File: src/exec_pkg.sv
`default_nettype none

package exec_pkg;

	localparam int DATA_W = 32;
	localparam int TAG_W = 6;
	localparam int DEST_W = 6;
	localparam int FLAGS_DEST_W = 4;

	typedef enum logic [2:0] {
		UNIT_LOGIC = 3'd0,
		UNIT_SHIFT = 3'd1,
		UNIT_ADDER = 3'd2,
		UNIT_MUL   = 3'd3,
		UNIT_DIV   = 3'd4
	} unit_t;

	// Meaning depends on the unit
	typedef logic [3:0] cmd_t;

	// Logic unit, BUF1 passes source 1 through
	localparam cmd_t CMD_LOGIC_BUF1 = 4'h0;
	localparam cmd_t CMD_LOGIC_AND  = 4'h1;
	localparam cmd_t CMD_LOGIC_OR   = 4'h2;
	localparam cmd_t CMD_LOGIC_XOR  = 4'h3;
	localparam cmd_t CMD_LOGIC_NOT  = 4'h4;
	localparam cmd_t CMD_LOGIC_NAND = 4'h5;
	localparam cmd_t CMD_LOGIC_NOR  = 4'h6;
	localparam cmd_t CMD_LOGIC_XNOR = 4'h7;

	// Shift unit, amount in source 1 bits 4..0
	localparam cmd_t CMD_SHIFT_SLL = 4'h0;
	localparam cmd_t CMD_SHIFT_SRL = 4'h1;
	localparam cmd_t CMD_SHIFT_SRA = 4'h2;
	localparam cmd_t CMD_SHIFT_ROL = 4'h3;
	localparam cmd_t CMD_SHIFT_ROR = 4'h4;

	localparam cmd_t CMD_ADD = 4'h0;
	localparam cmd_t CMD_SUB = 4'h1;

	localparam cmd_t CMD_MUL   = 4'h0;
	localparam cmd_t CMD_UMULH = 4'h1;

	localparam cmd_t CMD_UDIV = 4'h0;
	localparam cmd_t CMD_UMOD = 4'h1;
	localparam cmd_t CMD_SDIV = 4'h2;
	localparam cmd_t CMD_SMOD = 4'h3;

	typedef struct packed {
		logic sf;
		logic of;
		logic cf;
		logic pf;
		logic zf;
	} flags_t;

	typedef struct packed {
		logic valid;
		unit_t unit;
		cmd_t cmd;
		logic [DATA_W-1:0] src0;
		logic [DATA_W-1:0] src1;
		logic [TAG_W-1:0] tag;
		logic [DEST_W-1:0] dest;
		logic writeback;
		logic flags_wb;
		logic [FLAGS_DEST_W-1:0] flags_dest;
	} issue_t;

	typedef struct packed {
		logic valid;
		logic [TAG_W-1:0] tag;
		logic [DEST_W-1:0] dest;
		logic writeback;
		logic [DATA_W-1:0] data;
		flags_t flags;
		logic flags_wb;
		logic [FLAGS_DEST_W-1:0] flags_dest;
	} result_t;

	// One entry per divide in flight
	typedef struct packed {
		logic mod_sel;
		logic [TAG_W-1:0] tag;
		logic [DEST_W-1:0] dest;
	} div_meta_t;

endpackage

`default_nettype wire

File: src/div_tag_fifo.sv
`timescale 1ns/1ps
`default_nettype none

module div_tag_fifo #(
	parameter int DEPTH = 16,
	parameter int DEPTH_W = 4
) (
	input logic iCLOCK,
	input logic inRESET,
	input logic flush,
	input logic push,
	input exec_pkg::div_meta_t push_meta,
	input logic pop,
	output exec_pkg::div_meta_t head_meta
);
	import exec_pkg::*;

	div_meta_t mem [DEPTH];
	logic [DEPTH_W-1:0] wr_ptr;
	logic [DEPTH_W-1:0] rd_ptr;

	function automatic logic [DEPTH_W-1:0] ptr_inc(input logic [DEPTH_W-1:0] ptr);
		if (ptr == DEPTH_W'(DEPTH - 1)) begin
			return '0;
		end
		return ptr + 1'b1;
	endfunction

	// Storage
	always_ff @(posedge iCLOCK) begin
		if (push) begin
			mem[wr_ptr] <= push_meta;
		end
	end

	// Pointers; pops only come with a divider completion, so never empty
	always_ff @(posedge iCLOCK or negedge inRESET) begin
		if (!inRESET) begin
			wr_ptr <= '0;
			rd_ptr <= '0;
		end else if (flush) begin
			wr_ptr <= '0;
			rd_ptr <= '0;
		end else begin
			if (push) begin
				wr_ptr <= ptr_inc(wr_ptr);
			end
			if (pop) begin
				rd_ptr <= ptr_inc(rd_ptr);
			end
		end
	end

	// Oldest divide in flight
	assign head_meta = mem[rd_ptr];

endmodule

`default_nettype wire

File: config.mk
export PLATFORM = sky130hd
export DESIGN_NAME = div_tag_fifo
export DESIGN_NICKNAME = d
export VERILOG_FILES = /design/src/exec_pkg.sv /design/src/div_tag_fifo.sv
export SDC_FILE = /design/constraint.sdc
export NUM_CORES = 1
export LEC_CHECK = 0
export BUFFER_PORTS_ARGS = -buffer_cell sky130_fd_sc_hd__buf_2
export CORE_MARGIN = 3
export CORE_UTILIZATION = 41
export DETAILED_ROUTE_END_ITERATION = 12
export GPL_ROUTABILITY_DRIVEN = 0
export GPL_TIMING_DRIVEN = 1
export SLEW_MARGIN = 20
export SYNTH_ARGS = -nofsm -noshare
export SYNTH_HDL_FRONTEND = slang
export SYNTH_SLANG_ARGS = --single-unit
File: constraint.sdc
create_clock -name iCLOCK -period 2.28 [get_ports iCLOCK]
set_input_delay 0.228 -clock iCLOCK [delete_from_list [all_inputs] [get_ports iCLOCK]]
set_output_delay 0.228 -clock iCLOCK [all_outputs]
set_load 0.1 [all_outputs]
== After elaboration in Yosys (flattened, before gate mapping) ==
Memory sizes are Yosys's and may differ from the RTL's.
Cells that the tools add are included.

* Muxes and demuxes: 16
* Reductions and logical operators: 2
* Eq/ne operators: 2
* $add $sub $neg: 2

{| class="wikitable"
|+ Operators by type and width
! operator !! number
|-
| $mux 4 || 8
|-
| $add 4x1->4 const B || 2
|-
| $eq 4x4->1 const B || 2
|-
| $mux 1 || 8
|-
| $reduce_bool 2->1 || 2
|}

* Memories kept: 1
* Register bits after elaboration: 8
* Input port bits: 18
* Word-level logic and storage cells: 25
* RAM bits: 208

{| class="wikitable"
|+ Memories
! memory !! words !! width !! rd ports !! clocked after Yosys merged registers in !! write ports !! line !! source
|-
| mem || 16 || 13 || 1 || 0 || 1 || div_tag_fifo.sv:18 || <nowiki>div_meta_t mem [DEPTH];</nowiki>
|}

== Depth between registers and ports, before layout ==
Gate-level depths: netlist of the first run.

* Depth after elaboration: 7
* Depth in mapped cells: 7
* Gate-level depth less buffers: 4

== Least setup slack after synthesis of the first run ==
No wires, ideal clock.

* Path kind: flip-flop to output port
* Start: register rd_ptr[2]
* End: output head_meta[10] in the netlist's numbering
* Stages on the path, launching flop included: 8
* Path buffers: 3
* Data required time: 2.052 ns
* Slack: 0.121 ns
* Arrival time: 1.931 ns
* Cell sequence: dfrtp_1 buf_2 nor2b_1 buf_2 buf_6 a221oi_2 o21ai_0 nand2_1

{| class="wikitable"
|+ RTL lines
! what !! line !! source
|-
| start, declared || div_tag_fifo.sv:20 || <nowiki>logic [DEPTH_W-1:0] rd_ptr;</nowiki>
|-
| start signal, assigned || div_tag_fifo.sv:49 || <nowiki>rd_ptr <= ptr_inc(rd_ptr);</nowiki>
|-
| end, declared || div_tag_fifo.sv:14 || <nowiki>output exec_pkg::div_meta_t head_meta</nowiki>
|}

==> metrics.md, run 1 <==
| Metric | Value |
|---|---|
| Setup TNS | -2.50 ns |
| Sequential fraction of design power | 51.4% |
| Core ar. | 0.0205 mm^2 |
| MaxCap Viol Count | 0 |
| Ys async rst share | 3.70% |
| Net Sw Frac | 22.3% |
| First-pass GRT wire length | 28.4 mm |
| Share of post-route cells with drive strength above 1 | 33.8% |
| Final WS setup | -0.269 ns |
| Failing checks | negative setup slack |
| IO Pins | 31 |
| Final ANT Viol Nets | 0 |
| Ys Warns | 0 |
| Comb pwr share | 9.7% |
| Pre-Repair DR Iteration Count | 5 |
| # DRC | 0 |
| Post-synth EDFFs | between 200 and 250 |
| Post-route minimum period | 2.55 ns |
| CTS root buf | clkbuf_16 |
| Mapped Nets | 475 |
| RSZ-0062 raised after global routing | yes |
| Hold Fails Final Rpt | 0 |
| Post-DP HPWL | roughly 12 mm |
| Vias in the first global route | around 4600 |
| Buf+Inv Stages, Crit Path | 3 |
| Fin Clk Skew | 0.0157 ns |
| CP Launch Type | flip-flop |
| Worst Path Max Fanout | 6 |
| Clock network power share | 38.9% |
| Slowest cell on crit path | dfrtp_4 |
| Outcome | finished with violations |
| Worst-Margin Slew | ~0.87 ns |
| CP endpoint kind | primary output |
| Clock buffer depth | 3 |
| CTS tree | done |
| Grt ovf | 0 |
| Fmax | 0.392 GHz |
| Top post-synthesis cells by area | edfxtp_1, mux4_2, mux2i_1 |
| Die ar. | 0.0229 mm^2 |
| Post-synth top area cell | edfxtp_1 |
| CTS sink cnt | between 200 and 250 |
| Std-Cell Rows | 52 |
| Die H | 151 um |
| CP arrival | 2.32 ns |
| Syn avg cell area | 19.2 um^2 |
| Main synth FF type | edfxtp_1 |
| Worst EP required | 2.05 ns |
| Hold_sp | flush |
| Cts bufs inserted | 22 |
| Vias per Instance | around 5.4 |
| Cells after synthesis | approximately 450 |
| WL final | 18.6 mm |
| Worst Setup SP | rd_ptr[0] |
| Sw Pwr | 0.00191 W |
| Final Max Tran Viols | 0 |
| Largest net degree at the start of global routing | 25 |
| Slew HR | 41.8% |
| Tot GR Track Use | between 15 and 20% |
| Most common cell in the netlist | edfxtp_1 |
| Commonest cells in the netlist | edfxtp_1, mux2i_1, mux4_2 |
| Worst vdd ir | approximately 0.00047 V |
| Port buffer count | 30 |
| Initial DRC count | roughly 350 |
| Design area | about 0.010 mm^2 |
| Seq/Total Area, Yosys | between 70% and 80% |
| Synth Cell Area | 0.00866 mm^2 |
| Synth-to-Final Area Change | 20.6% |
| Crit share post-route | 112% |
| Initial Util | 42.3% |
| Worst path max stage delay | 0.54 ns |
| Yosys reg bits | 216 |
| Most frequent CP cell | buf_12 |
| N_diodes | 0 |
| CTS clock-pin slew for the worst setup and hold paths | about 0.06 ns |
| Leak | 3.51 nW |
| Synth top area share | ~72% |
| # setup viols final | 13 |
| Fin Hold WS | 0.0396 ns |
| Largest delay share family, worst path | flip-flops |
| Wire per inst | 22.7 um |
| Pwr dens | just over 800 mW/mm^2 |
| H-tree levels | 1 |
| Nets | approximately 560 |
| DIE WIDTH | 151 um |
| Reg-to-Reg Start | wr_ptr[0] |
| Power Internal | between 0.006 and 0.007 W |
| Number of library cell types mapped by synthesis | 28 |
| Initial antenna violation count | 0 |
| Placed cell area | 0.00954 mm^2 |
| Via count | 4436 |
| Clock Latency Late Sink | 0.50 ns |
| Worst-path cell chain | buf_12 > buf_8 > mux2i_1 > a221oi_2 > a22oi_1 > nand2_1 > buf_12 |
| Min-delay worst type | in2reg |
| Crit path kind | reg2out |
-- sequential cells by signal (all words and copies together), names as in the netlist --
signal / count
mem: 208
wr_ptr: 4
rd_ptr: 4
-- placed cells by master (no fill, tap or decap), drive strengths merged --
cell type / instances
a21oi: 6
a221oi: 26
a22oi: 13
a311oi: 1
and2: 1
buf: 82
bufinv: 1
clkbuf: 31
clkinv: 6
clkinvlp: 1
dfrtp: 8
dlygate4sd3: 1
edfxtp: 208
ha: 5
inv: 4
mux2i: 54
mux4: 26
nand2: 24
nand2b: 5
nand3: 3
nor2: 18
nor2b: 1
nor3: 3
o21ai: 15
or2: 1
or3: 1
xor2: 2
-- what timing repair did --
action / CTS / global route
pin swaps: 15 / 11
setup endpoints to repair: 13 / 13
hold buffers: 1 / 0
resized for setup: 39 / 9
endpoints found under the hold margin: 8 / 0
cloned: 1 / 0
setup buffers: 7 / 1
-- kinds of logic (layout without fill, tap and decap cells) --
| family | after synthesis | after routing | share of synthesized area (%) |
|---|---|---|---|
| flops | 216 | 216 | 74.4 |
| mux | 80 | 80 | 13.0 |
| compound gates | 61 | 61 | 6.51 |
| simple gates | 57 | 57 | 2.82 |
| buf+inv | 31 | 126 | 2.34 |
| fa+ha+maj | 5 | 5 | 0.722 |
| xor+xnor | 2 | 2 | 0.202 |
-- final cells by class --
class                           count  area (um^2)
Fill cell                        1651        10000
Sequential cell                   216         6450
Multi-Input combinational cell    205         2140
Timing Repair Buffer               83          835
Clock buffer                       31          606
Tap cell                          270          338
Clock inverter                      8         63.8
Inverter                            4         15.0
-- through the flow --
step / setup slack [ns] / power, W / std cells / utilization (%)
after floorplan: 0.121 / 0.00499 / 452 / -
after global placement: 0.153 / 0.00526 / 769 / 46.5
after detailed placement: 0.145 / 0.00527 / 769 / 46.5
after CTS: -0.284 / 0.00865 / 817 / 50.9
after global routing: -0.357 / 0.00887 / 817 / 51.0
final: -0.269 / 0.00859 / 817 / 51.0
-- final timing paths --
path                       slack, ns            to  cells after the start
setup / recovery               -0.27  head_meta[4]                      7
hold / removal                  0.04     rd_ptr[3]                      2
setup reg to reg                0.57     mem[2][3]                      5
hold reg to reg                 0.62     wr_ptr[0]                      2
max in group asynchronous       1.93     rd_ptr[0]                      2
min in group asynchronous       0.13     rd_ptr[1]                      2
-- power groups by stage --
stage,sequential [W],combinational (W),clock (W)
4_1_cts,0.00441,0.000847,0.00339
3_3_place_gp,0.00449,0.000764,0
6_report,0.00441,0.000836,0.00334
2_1_floorplan,0.00449,0.000502,0
3_5_place_dp,0.00450,0.000772,0
5_1_grt,0.00441,0.000879,0.00358
-- layer usage --
metal	vias up	track usage [%]	routed length, um
met3	31	2.39	956
met2	113	26.9	9130
li1	1995	-	-
met1	2297	24.1	8100
met4	0	4.40	388
met5	-	0	0
-- worst reg2reg max path: cells and delay by family, from the launching register on --
family | cells | cell delay, ns
buffers and inverters | 2 | 0.34
flip-flops | 1 | 0.43
AND/OR/NAND/NOR | 2 | 0.49
adder cells (fa/ha/maj) | 1 | 0.15
Note: power is estimated with default switching activity, not from simulation.
==> inputs of run 2 (changes only) <==
==> constraint.sdc (replaced) <==
create_clock -name iCLOCK -period 2.28 [get_ports iCLOCK]
set_input_delay 0.114 -clock iCLOCK [delete_from_list [all_inputs] [get_ports iCLOCK]]
set_output_delay 0.114 -clock iCLOCK [all_outputs]
set_load 0.1 [all_outputs]
==> run 2 against run 1 <==
  * Highest routed layer unchanged
  * Hold slack worse by 0.038 ns
  * Wire length is 1.4% higher
  * Clock skew is 0.0090 ns lower
  * Register-to-register slack worse by 0.04 ns
  * Cell area is 1.9% higher
  * Clock power is 1% lower
  * Sequential cell count stayed put
  * The run still ends with negative setup slack left
  * Critical path type unchanged
  * Global-route usage is 0.18 points higher
  * Sequential power hardly changed
  * Power is 0.31% higher
  * Setup slack better by 0.15 ns
==> metrics.md, run 2 (synthesized netlist as in run 1, its figures left out) <==
| Metric | Value |
|---|---|
| Crit path kind | reg2out |
| Pre-CTS WS | 0.0800 ns |
| Met2 wire length | 9.53 mm |
| CP arrival | 2.29 ns |
| Initial antenna violation count | 0 |
| Grt ovf | 0 |
| Inst Count DP | 764 |
| Vias in the first global route | 4693 |
| Hold_sp | pop |
| Most flops, register | mem |
| Failing checks | negative setup slack |
| Via count | ~4500 |
| DIE WIDTH | 151 um |
| Outcome | finished with violations |
| CTS root buf | clkbuf_16 |
| Cts bufs inserted | 21 |
| Leak | 3.60 nW |
| Nets | 564 |
| N_diodes | 0 |
| Pwr dens | 809 mW/mm^2 |
| Reg-to-Reg Start | wr_ptr[0] |
| Core ar. | 0.0205 mm^2 |
| Post-route minimum period | 2.40 ns |
| Die H | approximately 150 um |
| Vias per Instance | 5.43 |
| Worst-path cell chain | buf_4 > buf_16 > mux2i_1 > a221oi_4 > a22oi_1 > nand2_1 > buf_12 |
| Slew HR | 42.5% |
| IO Pins | 31 |
| DR WL met3 | 951 um |
| Wire per inst | 22.9 um |
| Die ar. | roughly 0.023 mm^2 |
| Fin Hold WS | 0.00205 ns |
| R2r endpoint | mem[2][7] |
| Final ANT Viol Nets | 0 |
| Worst Hold Path EP | rd_ptr[1] |
| Tot Pwr | 0.00861 W |
| CTS clock-pin slew for the worst setup and hold paths | 0.06 ns |
| Std-Cell Rows | 52 |
| M1 WL | 7.91 mm |
| Fmax | between 0.4 and 0.5 GHz |
| Final WS setup | -0.122 ns |
| Hold Fails Final Rpt | 0 |
| Crit share post-route | 105% |
| CTS sink cnt | 216 |
| R2r setup slk | 0.53 ns |
| WL final | 18.8 mm |
| Largest net degree at the start of global routing | 31 |
| Worst EP required | 2.17 ns |
| MaxCap Viol Count | 0 |
| Pre-Repair DR Iteration Count | 5 |
| # DRC | 0 |
| Share of post-route cells with drive strength above 1 | roughly a third |
| Top sig layer | met4 |
| Initial Util | 42.3% |
| Final Max Tran Viols | 0 |
| Port buffer count | 30 |
| Most frequent cells in the layout | edfxtp_1, mux2i_1, buf_4 |
| Worst vdd ir | 0.000526 V |
| Worst Path Max Fanout | 11 |
| Min-delay worst type | in2reg |
| # setup viols final | 13 |
| CP Launch Type | flip-flop |
| Post-DP HPWL | 11.3 mm |
| Clock Latency Late Sink | 0.49 ns |
| Worst-Margin Slew | 0.862 ns |
| Tot GR Track Use | between 10% and 20% |
| Non-Filler Instances | 824 |
| Hold path cells | 3 |
| CTS tree | done |
| CP endpoint kind | primary output |
| First-pass GRT wire length | 28.5 mm |
| Commonest non-fill, non-tap cell in the layout | edfxtp_1 |
| Fin Clk Skew | approximately 0.0067 ns |
| Max reg flops | 208 |
| RSZ-0062 raised after global routing | yes |
| Initial DRC count | between 300 and 400 |
| Worst reg2reg path depth | 5 |
| H-tree levels | 1 |
| Worst path max stage delay | 0.54 ns |
| Largest regs | mem (208), rd_ptr (4), wr_ptr (4) |
| Slowest cell on crit path | dfrtp_4 |
| Synth-to-Final Area Change | 22.9% |
| Clock buffer depth | 3 |
## run 2: cell count changes in the layout (fill, tap and decap cells not counted), moves of 3 or more
cell | previous run | this run
dlygate4sd3_1 | 1 | 8
a22oi_1 | 5 | 9
a22oi_2 | 8 | 4
buf_16 | 0 | 4
clkbuf_1 | 8 | 4
buf_12 | 18 | 21
buf_4 | 41 | 38
clkinv_2 | 3 | 6
mux2i_1 | 53 | 50
mux2i_2 | 1 | 4
nand2_1 | 16 | 19
nand2_2 | 8 | 5
## run 2: metrics by stage
| stage | TNS, ns | area (um^2) | util [%] |
|---|---|---|---|
| 3_3_place_gp | -0.424 | 9480 | 46.2 |
| 4_1_cts | -1.73 | 10600 | 51.6 |
| 6_report | -1.19 | 10600 | 51.9 |
| 3_5_place_dp | 0 | 9480 | 46.3 |
| 2_1_floorplan | 0 | 8660 | - |
| 5_1_grt | -2.43 | 10600 | 51.9 |
## run 2: how the worst max path moves through the flow
stage,slack [ns],start,endpoint,depth (start not counted)
6_report,-0.12,rd_ptr[0],head_meta[7],7
3_3_place_gp,-0.09,rd_ptr[1],head_meta[11],6
4_1_cts,-0.18,rd_ptr[0],head_meta[12],7
3_5_place_dp,0.08,rd_ptr[2],head_meta[0],7
2_1_floorplan,0.19,wr_ptr[0],mem[0][0],4
5_1_grt,-0.22,rd_ptr[0],head_meta[1],7
## run 2: what timing repair did
action,4_1_cts,5_1_grt
gates cloned,3,0
endpoints found under the setup margin,13,13
buffers inserted,9,4
hold endpoints to repair,82,0
pin swaps,18,20
resized for setup,44,14
hold buffers,8,0
## run 2: cell type report
class	instances	area, um^2
Sequential cell	216	6450
Tap cell	270	338
Timing Repair Buffer	93	1040
Multi-Input combinational cell	205	2150
Clock buffer	26	554
Clock inverter	10	97.6
Inverter	4	15.0
Fill cell	1626	9850
## run 2: per-layer routing
metal  up-vias  GRT usage [%]
li1       2010              -
met3        33           2.60
met2       107           28.7
met5         -              0
met4         0           5.12
met1      2322           22.6
## run 2: where the power goes
group          total, W  switching, W  internal [W]  leakage (nW)
combinational  0.000899      0.000530      0.000369          1.29
clock           0.00330       0.00136       0.00194         0.326
sequential      0.00441     0.0000182       0.00439          1.99
## run 2: critical path, delay by kind of cell (launching register included)
kind / cells / cell delay (ns)
flops: 1 / 0.54
buf+inv: 3 / 0.51
compound gates: 2 / 0.46
mux: 1 / 0.15
simple gates: 1 / 0.13
==> inputs of run 3 (changes only) <==
- REMOVE_ABC_BUFFERS: unset -> 1
==> run 3 against run 2 <==
  * Largest cell class unchanged
  * Utilization grew 1.1 points
  * Non-clock buffer count increased by 19
  * The flow still finishes with violations (negative setup slack)
  * Register-to-register slack about the same
  * First-iteration DRC count grew 23%
  * Die area did not move
  * Setup slack got worse by 0.0035 ns
  * Clock skew grew 0.0097 ns
  * Sequential cell count unchanged
  * Hold slack improved by 0.017 ns
  * Via count is 2.6% higher
  * Global-route usage hardly changed
==> metrics.md, run 3 (synthesized netlist as in run 1, its figures left out) <==
| Metric | Value |
|---|---|
| Std-Cell Rows | 52 |
| Failing checks | negative setup slack |
| Worst vdd ir | 0.000586 V |
| Worst path max stage delay | approximately 0.53 ns |
| Final ANT Viol Nets | 0 |
| Post-route minimum period | 2.41 ns |
| Worst EP required | 2.17 ns |
| WL final | 18.9 mm |
| Grt ovf | 0 |
| IO Pins | 31 |
| Fin Hold WS | 0.0190 ns |
| Most flops, register | mem |
| Leak | 3.67 nW |
| Nets | 585 |
| Largest delay share family, worst path | buffers and inverters |
| Initial Util | about 42% |
| Worst-path cell chain | buf_12 > buf_8 > buf_6 > mux2i_2 > a221oi_2 > o21ai_1 > nand2_2 > buf_12 |
| CTS tree | done |
| CP endpoint kind | primary output |
| First-pass GRT wire length | 28.4 mm |
| Clock buffer depth | 3 |
| MaxCap Viol Count | 0 |
| Synth-to-Final Area Change | 25.6% |
| Min-delay worst type | in2reg |
| Initial antenna violation count | 0 |
| Post-DP HPWL | 11.2 mm |
| Core ar. | 0.0205 mm^2 |
| CTS sink cnt | 216 |
| Most frequent cells in the layout | edfxtp_1, mux2i_1, buf_4 |
| Cts bufs inserted | 23 |
| Die ar. | 0.0229 mm^2 |
| DIE WIDTH | between 150 and 200 um |
| Slew HR | 65.0% |
| Fin Clk Skew | between 0.015 and 0.02 ns |
| Share of post-route cells with drive strength above 1 | 35.5% |
| Wire per inst | 22.4 um |
| Via count | roughly 4600 |
| Final Max Tran Viols | 0 |
| Port buffer count | 30 |
| Commonest non-fill, non-tap cell in the layout | edfxtp_1 |
| N_diodes | 0 |
| Crit share post-route | 106% |
| Initial DRC count | 426 |
| Largest regs | mem (208), rd_ptr (4), wr_ptr (4) |
| Outcome | finished with violations |
| Fill cells | between 1500 and 2000 |
| Clock Latency Late Sink | 0.50 ns |
| Area of the multi-input gates | 0.00222 mm^2 |
| Vias per Instance | 5.42 |
| # setup viols final | 13 |
| Largest net degree at the start of global routing | 31 |
| Die H | 151 um |
| Slowest cell on crit path | dfrtp_4 |
| CP arrival | 2.29 ns |
| # DRC | 0 |
| Fmax | a little over 0.4 GHz |
| Final WS setup | -0.126 ns |
| Area occupied by registers | 0.00645 mm^2 |
| Hold Fails Final Rpt | 0 |
| H-tree levels | 1 |
| Worst-Margin Slew | 0.522 ns |
| CTS clock-pin slew for the worst setup and hold paths | 0.06 ns |
| Tot GR Track Use | 16.9% |
| Core Util, Final | between 50% and 60% |
| Worst Path Max Fanout | 7 |
| Crit path kind | reg2out |
| Max reg flops | 208 |
| Pwr dens | 799 mW/mm^2 |
| CTS root buf | clkbuf_16 |
| RSZ-0062 raised after global routing | yes |
| CP Launch Type | flip-flop |
| Most frequent CP cell | buf_12 |
| Buf+Inv Stages, Crit Path | 4 |
| Pre-Repair DR Iteration Count | 4 |
| Vias in the first global route | 4668 |
## run 3: cell types whose count changed in the layout (fill, tap and decap cells not counted), moves of 4 or more
cell | previous run | this run
buf_8 | 2 | 6
a221oi_4 | 2 | 6
buf_4 | 38 | 46
dlygate4sd3_1 | 8 | 17
a22oi_2 | 4 | 9
o21ai_0 | 8 | 3
a22oi_1 | 9 | 4
a221oi_2 | 24 | 19
## run 3: what timing repair did
item / in CTS / in global routing
hold buffers: 16 / 1
setup endpoints to repair: 13 / 13
hold endpoints to repair: 177 / 16
gates cloned: 2 / 0
resized for setup: 36 / 50
setup buffers: 11 / 9
pin swaps: 16 / 33
## run 3: stage by stage
| stage | setup slack [ns] | instance area [um^2] | std cells | TNS (ns) | total power, W |
|---|---|---|---|---|---|
| floorplan | -2.09 | 8480 | 425 | -32.74 | 0.00499 |
| global placement | 0.194 | 9500 | 768 | 0 | 0.00523 |
| detailed placement | 0.186 | 9500 | 768 | 0 | 0.00525 |
| CTS | -0.111 | 10600 | 837 | -1.07 | 0.00869 |
| global route | -0.205 | 10900 | 847 | -2.06 | 0.00897 |
| finish | -0.126 | 10900 | 847 | -0.865 | 0.00869 |
## run 3: cell type report
cell class,count,share of cell area [%]
Clock inverter,10,0.702
Timing Repair Buffer,112,10.8
Tap cell,270,3.11
Multi-Input combinational cell,205,20.4
Clock buffer,30,5.53
Sequential cell,216,59.3
Inverter,4,0.138
## run 3: path summary, 6_finish.rpt
| kind | endpoint | cells after the start | from | slack, ns |
|---|---|---|---|---|
| max | head_meta[1] | 8 | rd_ptr[0] | -0.13 |
| min | mem[12][10] | 1 | push_meta[10] | 0.02 |
| max reg2reg | mem[1][6] | 5 | wr_ptr[1] | 0.53 |
| min reg2reg | wr_ptr[0] | 2 | wr_ptr[0] | 0.64 |
| max in group asynchronous | rd_ptr[0] | 3 | inRESET | 1.34 |
| min in group asynchronous | rd_ptr[0] | 3 | inRESET | 0.62 |
## run 3: routing by layer
metal	track usage [%]	share of wire, %	vias to the layer above
met5	0	0	-
met4	2.99	1.2	0
met3	2.36	4.4	20
met2	27.4	48	106
met1	24.8	46	2399
li1	-	-	2065
## run 3: worst reg2reg max path, stage by stage, from the launching register on
cell	delay [ns]
dfrtp_1	0.43
inv_1	0.10
ha_1	0.14
nand2_1	0.11
nor3_2	0.43
buf_12	0.24
## run 3: report_power, final
part / leakage [nW] / total [W] / switching (W) / internal [W]
sequential: 1.99 / 0.00441 / 0.0000177 / 0.00440
combinational: 1.36 / 0.000908 / 0.000526 / 0.000382
clock: 0.329 / 0.00337 / 0.00140 / 0.00197
total: 3.67 / 0.00869 / 0.00195 / 0.00674
